File: src/blender_defs.svh
`ifndef BLENDER_DEFS_SVH
`define BLENDER_DEFS_SVH

// Raster index widths
`define IMG_WBITS 12
`define IMG_HBITS 12

// Pixel widths per layer
`define BG_PIXEL_WIDTH 32
`define OV_PIXEL_WIDTH 8
`define OUT_PIXEL_WIDTH 24

// Register write word and its upper field
`define CFG_DATA_WIDTH 32
`define CFG_HI_LSB 16

// Output size out of reset
`define RST_OUT_WIDTH 8
`define RST_OUT_HEIGHT 6

`endif

File: src/video_pkg.sv
`include "blender_defs.svh"

package video_pkg;

	// Placement window of one layer
	typedef struct packed {
		logic [`IMG_WBITS-1:0] left;
		logic [`IMG_HBITS-1:0] top;
		logic [`IMG_WBITS-1:0] width;
		logic [`IMG_HBITS-1:0] height;
	} win_t;

	// ARGB background beat, alpha in the top byte
	typedef struct packed {
		logic [`BG_PIXEL_WIDTH-1:0] data;
		logic                       user;
		logic                       last;
	} bg_beat_t;

	// Grey overlay beat
	typedef struct packed {
		logic [`OV_PIXEL_WIDTH-1:0] data;
		logic                       user;
		logic                       last;
	} ov_beat_t;

	typedef struct packed {
		logic [`OUT_PIXEL_WIDTH-1:0] data;
		logic                        user;
		logic                        last;
	} out_beat_t;

endpackage

File: src/cfg_pkg.sv
`include "blender_defs.svh"

package cfg_pkg;

	// Register map, one address per write word
	typedef enum logic [2:0] {
		CFG_OUT_SIZE  = 3'd0,
		CFG_ORDER     = 3'd1,
		CFG_WIN0_POS  = 3'd2,
		CFG_WIN0_SIZE = 3'd3,
		CFG_WIN1_POS  = 3'd4,
		CFG_WIN1_SIZE = 3'd5,
		CFG_WIN2_POS  = 3'd6,
		CFG_WIN2_SIZE = 3'd7
	} cfg_reg_e;

	// Full blender configuration
	typedef struct packed {
		logic [`IMG_WBITS-1:0] out_width;
		logic [`IMG_HBITS-1:0] out_height;
		logic                  order_1over2;
		video_pkg::win_t       win0;
		video_pkg::win_t       win1;
		video_pkg::win_t       win2;
	} cfg_t;

endpackage

File: src/alpha_blender.sv
`timescale 1ns/1ps
`include "blender_defs.svh"

module alpha_blender (
	input  logic                       clk,
	input  logic                       resetn,
	input  cfg_pkg::cfg_t              cfg,
	input  logic                       need0,
	input  logic                       need1,
	input  logic                       need2,
	input  logic                       valid0,
	input  logic                       valid1,
	input  logic                       valid2,
	input  logic [`BG_PIXEL_WIDTH-1:0] data0,
	input  logic [`OV_PIXEL_WIDTH-1:0] data1,
	input  logic [`OV_PIXEL_WIDTH-1:0] data2,
	output logic [`IMG_WBITS-1:0]      col,
	output logic [`IMG_HBITS-1:0]      row,
	output logic                       advance,
	output video_pkg::out_beat_t       m_beat,
	output logic                       m_valid,
	input  logic                       m_ready
);

	localparam int CHANNELS = `OUT_PIXEL_WIDTH / 8;

	// Mix background channel a toward grey b, weighted by alpha
	function automatic logic [7:0] mix(
		input logic [7:0] a,
		input logic [7:0] b,
		input logic [7:0] alpha
	);
		logic [15:0] prod;
		if (a > b) begin
			prod = 16'(a - b) * 16'(alpha);
			mix  = b + prod[15:8];
		end else begin
			prod = 16'(b - a) * 16'(alpha);
			mix  = b - prod[15:8];
		end
	endfunction

	logic                        out_free;
	logic                        has_ov;
	logic [`OV_PIXEL_WIDTH-1:0]  ov_sel;
	logic [7:0]                  grey;
	logic [7:0]                  alpha;
	logic [`OUT_PIXEL_WIDTH-1:0] blend;
	logic                        frame_first;
	logic                        line_last;

	//////////////////////////////
	// Step condition
	//////////////////////////////

	assign out_free = !m_valid || m_ready;
	assign advance  = (!need0 || valid0)
		&& (!need1 || valid1)
		&& (!need2 || valid2)
		&& out_free;

	//////////////////////////////
	// Raster position
	//////////////////////////////

	always_ff @(posedge clk) begin
		if (!resetn) begin
			col <= '0;
			row <= '0;
		end else if (advance) begin
			if (col != cfg.out_width - 1'b1) begin
				col <= col + 1'b1;
			end else begin
				col <= '0;
				row <= (row == cfg.out_height - 1'b1) ? '0 : row + 1'b1;
			end
		end
	end

	assign frame_first = (col == '0) && (row == '0);
	assign line_last   = (col == cfg.out_width - 1'b1);

	//////////////////////////////
	// Layer join and blend
	//////////////////////////////

	// Order bit picks the overlay that wins where both cover the pixel
	assign ov_sel = cfg.order_1over2 ? (need1 ? data1 : data2)
		: (need2 ? data2 : data1);
	assign grey   = ov_sel[`OV_PIXEL_WIDTH-1 -: 8];
	assign alpha  = data0[`BG_PIXEL_WIDTH-1 -: 8];
	assign has_ov = need1 || need2;

	always_comb begin
		for (int i = 0; i < CHANNELS; i++) begin
			if (has_ov) begin
				blend[i*8 +: 8] = mix(data0[i*8 +: 8], grey, alpha);
			end else begin
				blend[i*8 +: 8] = data0[i*8 +: 8];
			end
		end
	end

	//////////////////////////////
	// Output register
	//////////////////////////////

	always_ff @(posedge clk) begin
		if (!resetn) begin
			m_valid <= 1'b0;
		end else if (advance) begin
			m_valid <= 1'b1;
		end else if (m_ready) begin
			m_valid <= 1'b0;
		end
	end

	always_ff @(posedge clk) begin
		if (advance) begin
			m_beat.data <= blend;
			m_beat.user <= frame_first;
			m_beat.last <= line_last;
		end
	end

	// Held output beat stays put under back-pressure
	assert property (@(posedge clk) disable iff (!resetn)
		(m_valid && !m_ready) |=> (m_valid && $stable(m_beat)));

endmodule

File: src/blender_top.sv
`timescale 1ns/1ps
`include "blender_defs.svh"

module blender_top (
	input  logic                       clk,
	input  logic                       resetn,
	input  logic                       cfg_we,
	input  cfg_pkg::cfg_reg_e          cfg_addr,
	input  logic [`CFG_DATA_WIDTH-1:0] cfg_wdata,
	input  logic                       bg_valid,
	input  video_pkg::bg_beat_t        bg_beat,
	output logic                       bg_ready,
	input  logic                       ov1_valid,
	input  video_pkg::ov_beat_t        ov1_beat,
	output logic                       ov1_ready,
	input  logic                       ov2_valid,
	input  video_pkg::ov_beat_t        ov2_beat,
	output logic                       ov2_ready,
	output logic                       m_valid,
	output video_pkg::out_beat_t       m_beat,
	input  logic                       m_ready
);

	cfg_pkg::cfg_t              cfg;
	logic [`IMG_WBITS-1:0]      col;
	logic [`IMG_HBITS-1:0]      row;
	logic                       advance;
	logic                       need0;
	logic                       need1;
	logic                       need2;
	logic                       valid0;
	logic                       valid1;
	logic                       valid2;
	logic [`BG_PIXEL_WIDTH-1:0] data0;
	logic [`OV_PIXEL_WIDTH-1:0] data1;
	logic [`OV_PIXEL_WIDTH-1:0] data2;

	layer_cfg_regs u_regs (
		.clk       (clk),
		.resetn    (resetn),
		.cfg_we    (cfg_we),
		.cfg_addr  (cfg_addr),
		.cfg_wdata (cfg_wdata),
		.cfg       (cfg)
	);

	//////////////////////////////
	// Layer gates
	//////////////////////////////

	window_shifter #(.PIXEL_WIDTH(`BG_PIXEL_WIDTH)) u_shift0 (
		.clk        (clk),
		.resetn     (resetn),
		.col        (col),
		.row        (row),
		.advance    (advance),
		.win        (cfg.win0),
		.s_valid    (bg_valid),
		.s_data     (bg_beat.data),
		.s_user     (bg_beat.user),
		.s_last     (bg_beat.last),
		.s_ready    (bg_ready),
		.need       (need0),
		.hold_valid (valid0),
		.data       (data0)
	);

	window_shifter #(.PIXEL_WIDTH(`OV_PIXEL_WIDTH)) u_shift1 (
		.clk        (clk),
		.resetn     (resetn),
		.col        (col),
		.row        (row),
		.advance    (advance),
		.win        (cfg.win1),
		.s_valid    (ov1_valid),
		.s_data     (ov1_beat.data),
		.s_user     (ov1_beat.user),
		.s_last     (ov1_beat.last),
		.s_ready    (ov1_ready),
		.need       (need1),
		.hold_valid (valid1),
		.data       (data1)
	);

	// Layer 2 takes its own stream
	window_shifter #(.PIXEL_WIDTH(`OV_PIXEL_WIDTH)) u_shift2 (
		.clk        (clk),
		.resetn     (resetn),
		.col        (col),
		.row        (row),
		.advance    (advance),
		.win        (cfg.win2),
		.s_valid    (ov2_valid),
		.s_data     (ov2_beat.data),
		.s_user     (ov2_beat.user),
		.s_last     (ov2_beat.last),
		.s_ready    (ov2_ready),
		.need       (need2),
		.hold_valid (valid2),
		.data       (data2)
	);

	alpha_blender u_blend (
		.clk     (clk),
		.resetn  (resetn),
		.cfg     (cfg),
		.need0   (need0),
		.need1   (need1),
		.need2   (need2),
		.valid0  (valid0),
		.valid1  (valid1),
		.valid2  (valid2),
		.data0   (data0),
		.data1   (data1),
		.data2   (data2),
		.col     (col),
		.row     (row),
		.advance (advance),
		.m_beat  (m_beat),
		.m_valid (m_valid),
		.m_ready (m_ready)
	);

endmodule

File: src/layer_cfg_regs.sv
`timescale 1ns/1ps
`include "blender_defs.svh"

module layer_cfg_regs (
	input  logic                       clk,
	input  logic                       resetn,
	input  logic                       cfg_we,
	input  cfg_pkg::cfg_reg_e          cfg_addr,
	input  logic [`CFG_DATA_WIDTH-1:0] cfg_wdata,
	output cfg_pkg::cfg_t              cfg
);

	// Low field carries left or width, high field top or height
	logic [`IMG_WBITS-1:0] lo_field;
	logic [`IMG_HBITS-1:0] hi_field;

	assign lo_field = cfg_wdata[`IMG_WBITS-1:0];
	assign hi_field = cfg_wdata[`CFG_HI_LSB +: `IMG_HBITS];

	//////////////////////////////
	// Register file
	//////////////////////////////

	always_ff @(posedge clk) begin
		if (!resetn) begin
			cfg.out_width    <= `IMG_WBITS'(`RST_OUT_WIDTH);
			cfg.out_height   <= `IMG_HBITS'(`RST_OUT_HEIGHT);
			cfg.order_1over2 <= 1'b0;
			cfg.win0         <= '0;
			cfg.win1         <= '0;
			cfg.win2         <= '0;
		end else if (cfg_we) begin
			case (cfg_addr)
				cfg_pkg::CFG_OUT_SIZE: begin
					cfg.out_width  <= lo_field;
					cfg.out_height <= hi_field;
				end
				cfg_pkg::CFG_ORDER: begin
					cfg.order_1over2 <= cfg_wdata[0];
				end
				cfg_pkg::CFG_WIN0_POS: begin
					cfg.win0.left <= lo_field;
					cfg.win0.top  <= hi_field;
				end
				cfg_pkg::CFG_WIN0_SIZE: begin
					cfg.win0.width  <= lo_field;
					cfg.win0.height <= hi_field;
				end
				cfg_pkg::CFG_WIN1_POS: begin
					cfg.win1.left <= lo_field;
					cfg.win1.top  <= hi_field;
				end
				cfg_pkg::CFG_WIN1_SIZE: begin
					cfg.win1.width  <= lo_field;
					cfg.win1.height <= hi_field;
				end
				cfg_pkg::CFG_WIN2_POS: begin
					cfg.win2.left <= lo_field;
					cfg.win2.top  <= hi_field;
				end
				cfg_pkg::CFG_WIN2_SIZE: begin
					cfg.win2.width  <= lo_field;
					cfg.win2.height <= hi_field;
				end
				default: begin
				end
			endcase
		end
	end

	//////////////////////////////
	// Checks
	//////////////////////////////

	// Strobe always names a known register
	assert property (@(posedge clk) disable iff (!resetn)
		cfg_we |-> !$isunknown(cfg_addr));

	// A zero width would stall the raster counter wrap
	assert property (@(posedge clk) disable iff (!resetn)
		(cfg_we && cfg_addr == cfg_pkg::CFG_OUT_SIZE) |-> lo_field != '0);

endmodule

File: src/window_shifter.sv
`timescale 1ns/1ps
`include "blender_defs.svh"

module window_shifter #(
	parameter int PIXEL_WIDTH = `BG_PIXEL_WIDTH
) (
	input  logic                   clk,
	input  logic                   resetn,
	input  logic [`IMG_WBITS-1:0]  col,
	input  logic [`IMG_HBITS-1:0]  row,
	input  logic                   advance,
	input  video_pkg::win_t        win,
	input  logic                   s_valid,
	input  logic [PIXEL_WIDTH-1:0] s_data,
	input  logic                   s_user,
	input  logic                   s_last,
	output logic                   s_ready,
	output logic                   need,
	output logic                   hold_valid,
	output logic [PIXEL_WIDTH-1:0] data
);

	// One-beat hold register
	logic                   hold_full;
	logic [PIXEL_WIDTH-1:0] hold_data;
	logic                   hold_user;
	logic                   hold_last;

	// Ready stays low until the first cycle after reset
	logic run_q;

	logic col_in;
	logic row_in;
	logic at_origin;
	logic consume;
	logic drop;

	//////////////////////////////
	// Window test
	//////////////////////////////

	// Offset compare avoids overflow of left + width
	assign col_in    = (col >= win.left) && ((col - win.left) < win.width);
	assign row_in    = (row >= win.top) && ((row - win.top) < win.height);
	assign need      = col_in && row_in;
	assign at_origin = (col == '0) && (row == '0);

	// Held beat used for the current pixel
	assign consume = advance && need;

	// Frame resync, stale beats before the frame start are thrown away
	assign drop = need && at_origin && hold_full && !hold_user;

	assign hold_valid = hold_full && !drop;
	assign s_ready    = run_q && (!hold_full || consume || drop);
	assign data       = need ? hold_data : '0;

	//////////////////////////////
	// Hold register
	//////////////////////////////

	always_ff @(posedge clk) begin
		if (!resetn) begin
			run_q     <= 1'b0;
			hold_full <= 1'b0;
		end else begin
			run_q <= 1'b1;
			if (s_ready) begin
				hold_full <= s_valid;
			end
		end
	end

	always_ff @(posedge clk) begin
		if (s_ready && s_valid) begin
			hold_data <= s_data;
			hold_user <= s_user;
			hold_last <= s_last;
		end
	end

	//////////////////////////////
	// Checks
	//////////////////////////////

	// The blender only steps past a covered pixel once its beat is here
	assert property (@(posedge clk) disable iff (!resetn)
		(advance && need) |-> hold_full);

	// A consumed beat ends a window row exactly at the right edge
	assert property (@(posedge clk) disable iff (!resetn)
		(advance && need) |-> hold_last == ((col - win.left) == (win.width - 1'b1)));

endmodule
File: config.mk
export PLATFORM = sky130hd
export DESIGN_NAME = blender_top
export DESIGN_NICKNAME = d
export VERILOG_FILES = /design/src/video_pkg.sv /design/src/cfg_pkg.sv /design/src/alpha_blender.sv /design/src/blender_top.sv /design/src/layer_cfg_regs.sv /design/src/window_shifter.sv
export VERILOG_INCLUDE_DIRS = /design/src /design/src/src
export SDC_FILE = /design/constraint.sdc
export NUM_CORES = 2
export LEC_CHECK = 0
export BUFFER_PORTS_ARGS = -buffer_cell sky130_fd_sc_hd__buf_2
export CORE_MARGIN = 1.5
export CORE_UTILIZATION = 45
export DETAILED_ROUTE_END_ITERATION = 8
export GPL_TIMING_DRIVEN = 0
export PLACE_DENSITY = 0.67
export SLEW_MARGIN = 30
export SYNTH_ARGS = -nofsm -noshare
export SYNTH_HDL_FRONTEND = slang
export SYNTH_SLANG_ARGS = --single-unit
File: constraint.sdc
create_clock -name clk -period 23.2 [get_ports clk]
set_input_delay 1.16 -clock clk [delete_from_list [all_inputs] [get_ports clk]]
set_output_delay 1.16 -clock clk [all_outputs]
set_load 0.01 [all_outputs]
==> impl_metrics.yaml <==
status:
  status: "finished, final reports clean"
synth:
  ys_seq_area_share_pct: 18.6
  syn_area_per_cell_um2: 8.28
  ys_ff_latch: 275
  syn_area_um2: 33800
  synth_flop_cell: "dfxtp_1"
  synth_edf_count: 77
  synth_cell_type_count: 94
  yosysWarnings: 0
  async_reset_ff_share_pct: 0
  syn-num-nets: 4876
  synth_cells: 4084
setup_path:
  cp.arrival_ns: 16.40
  cp-end-kind: "flop"
  critPathKind: "reg -> reg"
  crit_fanout: 11
  setup.worst_path.start_class: "flop"
  worstPathRequired_ns: 23.62
  path_buf_inv: 3
  max_stage_delay_ns: 0.76
  cpMaxStageDelayCell: "nor2_1"
  crit_path_frequent_cell: "o21ai_0"
  crit_family: "compound AO/OA/AOI/OAI gates"
die:
  initial_core_util_pct: 45.4
  core_um2: 74400
  pin_count: 126
  die-area_um2: 76800
  num_rows: 100
  fp.dieW_um: 277
  die_y_um: 277
final_layout:
  regArea_um2: 6280
  fill_cells: 7217
  multiInputGateArea_um2: 24500
  area_delta_synth_final_pct: 8.89
  final_nets: 5026
  design_area_um2: 36800
  layout-drive-gt1-share_pct: 5.47
  layout.cells.non_filler: 5234
clocking:
  cts_inserted_buffers: 37
  clk_path_buf_depth: 3
  cts_root_buffer: "clkbuf_16"
  cts_tree: "done"
  cts-htree-levels: 2
  cts_hold_buf: 0
  clock_sinks: 275
  cts_resized: 0
  cts_setup_buffers: 0
  clkTransAtPathRegs_ns: 0.08
  clock_latency_ns: 0.60
global_route:
  grt_max_degree: 36
  first_global_vias: 27800
  antenna_found_initial: 5
  grt_usage_pct: 26.9
  grt_overflow: 0
  grt_first_pass_wirelength_mm: 159
place:
  place.gp.congestion: 0.991
  place_area_um2: 35600
  hpwl_mm: 81.7
  dp.cells: 5164
  placement.io_buffers: 111
timing:
  rsz0062_at_grt: "false"
  fin_skew_ns: 0.0377
  period_share_pct: 68.9
  fin_setup_tns_ns: 0
  hold_viol: 0
  fmax_ghz: 0.0626
  worst_pin_slew_ns: 1.13
  fin_crit_ns: 15.97
  finalSetupViolations: 0
  maxSlewHeadroom_pct: 24.7
  drv_slew: 0
power_and_ir_drop:
  ir_worst_vdd_uv: 96.4
  p_total_uw: 5590
  p_leak_uw: 0.0164
  p_per_area_nw_per_um2: 152
drt:
  wl_met2_mm: 46.2
  drt_iter0_drc: 2128
  totalWireLength_mm: 103
  ant_nets: 0
  drc: 0
  first_pass_iters: 5
  wl_met3_mm: 8.58
  wl_met1_mm: 43.9
  wl_per_cell_um: 19.7
  top_layer: "met5"
  num_vias: 28300
  vias_per_cell: 5.41
worst_hold_path:
  hp-class: "reg -> reg"
flow_run:
  drv_cap: 0
-- metal layers --
layer	vias to the layer above	GRT usage, %
met4	4	10.3
met1	13700	35.3
met5	-	0
li1	13400	-
met2	1014	43.5
met3	216	5.35
-- cell usage in the layout, fill, tap and decap left out, types with 6 or more instances in the layout --
cell type / count
a211oi_1: 12
a21boi_0: 194
a21o_1: 70
a21oi_1: 104
a22o_1: 9
a31oi_1: 13
and2_1: 22
and3_1: 36
and4_1: 7
buf_2: 114
clkbuf_1: 143
clkbuf_16: 38
dfxtp_1: 198
edfxtp_1: 77
fa_1: 351
ha_1: 345
inv_1: 657
mux2i_1: 13
nand2_1: 656
nand2b_1: 70
nand3_1: 41
nand3b_1: 9
nand4_1: 25
nor2_1: 334
nor2b_1: 52
nor3_1: 40
nor3b_1: 6
nor4_1: 13
nor4b_1: 10
o211ai_1: 10
o21a_1: 22
o21ai_0: 121
o21ai_1: 6
o31ai_1: 7
or2_2: 23
or3_1: 19
or4_1: 9
xnor2_1: 150
xor2_1: 104
-- final timing paths --
path | startpoint | endpoint | slack [ns] | depth (start not counted)
max | u_blend.col[1]$_SDFFE_PN0P_ | u_blend.m_beat[17]$_DFFE_PP_ | 7.23 | 56
max reg2reg | u_blend.col[1]$_SDFFE_PN0P_ | u_blend.m_beat[17]$_DFFE_PP_ | 7.23 | 56
min reg2reg | u_regs.cfg[1]$_SDFFE_PN0P_ | u_regs.cfg[1]$_SDFFE_PN0P_ | 0.46 | 2
min | u_regs.cfg[1]$_SDFFE_PN0P_ | u_regs.cfg[1]$_SDFFE_PN0P_ | 0.46 | 2
-- per-stage QoR --
stage / util, % / setup WS (ns) / hold slack, ns
floorplan: - / 10.73 / 0.439
global placement: 47.8 / 7.47 / 0.450
detailed placement: 47.8 / 7.42 / 0.457
CTS: 49.5 / 7.37 / 0.465
global route: 49.5 / 6.26 / 0.480
finish: 49.5 / 7.23 / 0.461
-- state kept, by name (all words and copies together), names as in the netlist, 8 cells and up --
signal              cells
u_blend.col            12
u_shift1.hold_data      8
u_blend.row            12
u_blend.m_beat         26
u_regs.cfg            169
u_shift2.hold_data      8
u_shift0.hold_data     32
-- synth_stat cells, types with 6 or more instances --
cell type  instances  area share, %
a211oi_1          12           0.27
a21boi_0         194            4.3
a21o_1            70            1.6
a21oi_1          104            1.5
a22o_1             9           0.23
a31oi_1           13           0.24
and2_1            22           0.41
and3_1            37           0.68
and4_1             7           0.18
clkbuf_1         136            1.5
dfxtp_1          198             12
edfxtp_1          77            6.8
fa_1             351             21
ha_1             345             13
inv_1            657            7.3
mux2i_1           13           0.38
nand2_1          656            7.3
nand2b_1          70            1.3
nand3_1           41           0.61
nand3b_1           9           0.20
nand4_1           25           0.46
nor2_1           334            3.7
nor2b_1           52           0.96
nor3_1            41           0.61
nor3b_1            6           0.13
nor4_1            13           0.24
nor4b_1           10           0.26
o211ai_1          10           0.22
o21a_1            22           0.49
o21ai_0          121            1.8
o21ai_1            6          0.089
o31ai_1            7           0.16
or2_2             23           0.43
or3_1             19           0.35
or4_1              9           0.20
xnor2_1          150            3.9
xor2_1           104            2.7
-- where the power goes --
group          internal, uW  leakage [uW]  total [uW]  switching, uW
registers               568       0.00235         588           19.9
clock network           322      0.000593         576            253
logic                  1660        0.0134        4430           2770
total                  2550        0.0164        5590           3040
-- cells by family after synthesis --
group | share of synthesized area (%)
AOI/OAI and AO/OA | 13.3
xor gates and xnor gates | 6.74
adders and majority gates | 33.5
buffers and inverters | 8.94
DFF | 18.6
muxes | 0.562
and+or+nand+nor | 18.4
-- tightest hold or removal path, delay by kind of cell (launching register included) --
kind	cells	cell delay, ns
flops	1	0.30
simple gates	1	0.04
compound gates	1	0.06
-- cell type report --
| type | count | share of cell area, % |
|---|---|---|
| tap | 969 | 3.29 |
| clock buffer | 52 | 2.83 |
| clock inverter | 16 | 0.482 |
| inverter | 657 | 6.70 |
| timing repair buffer | 111 | 1.51 |
| antenna | 2 | 0.0136 |
| multi-input combinational | 3006 | 66.6 |
| sequential | 275 | 17.0 |
| buffer | 146 | 1.52 |
Note: power is estimated with default switching activity, not from simulation.
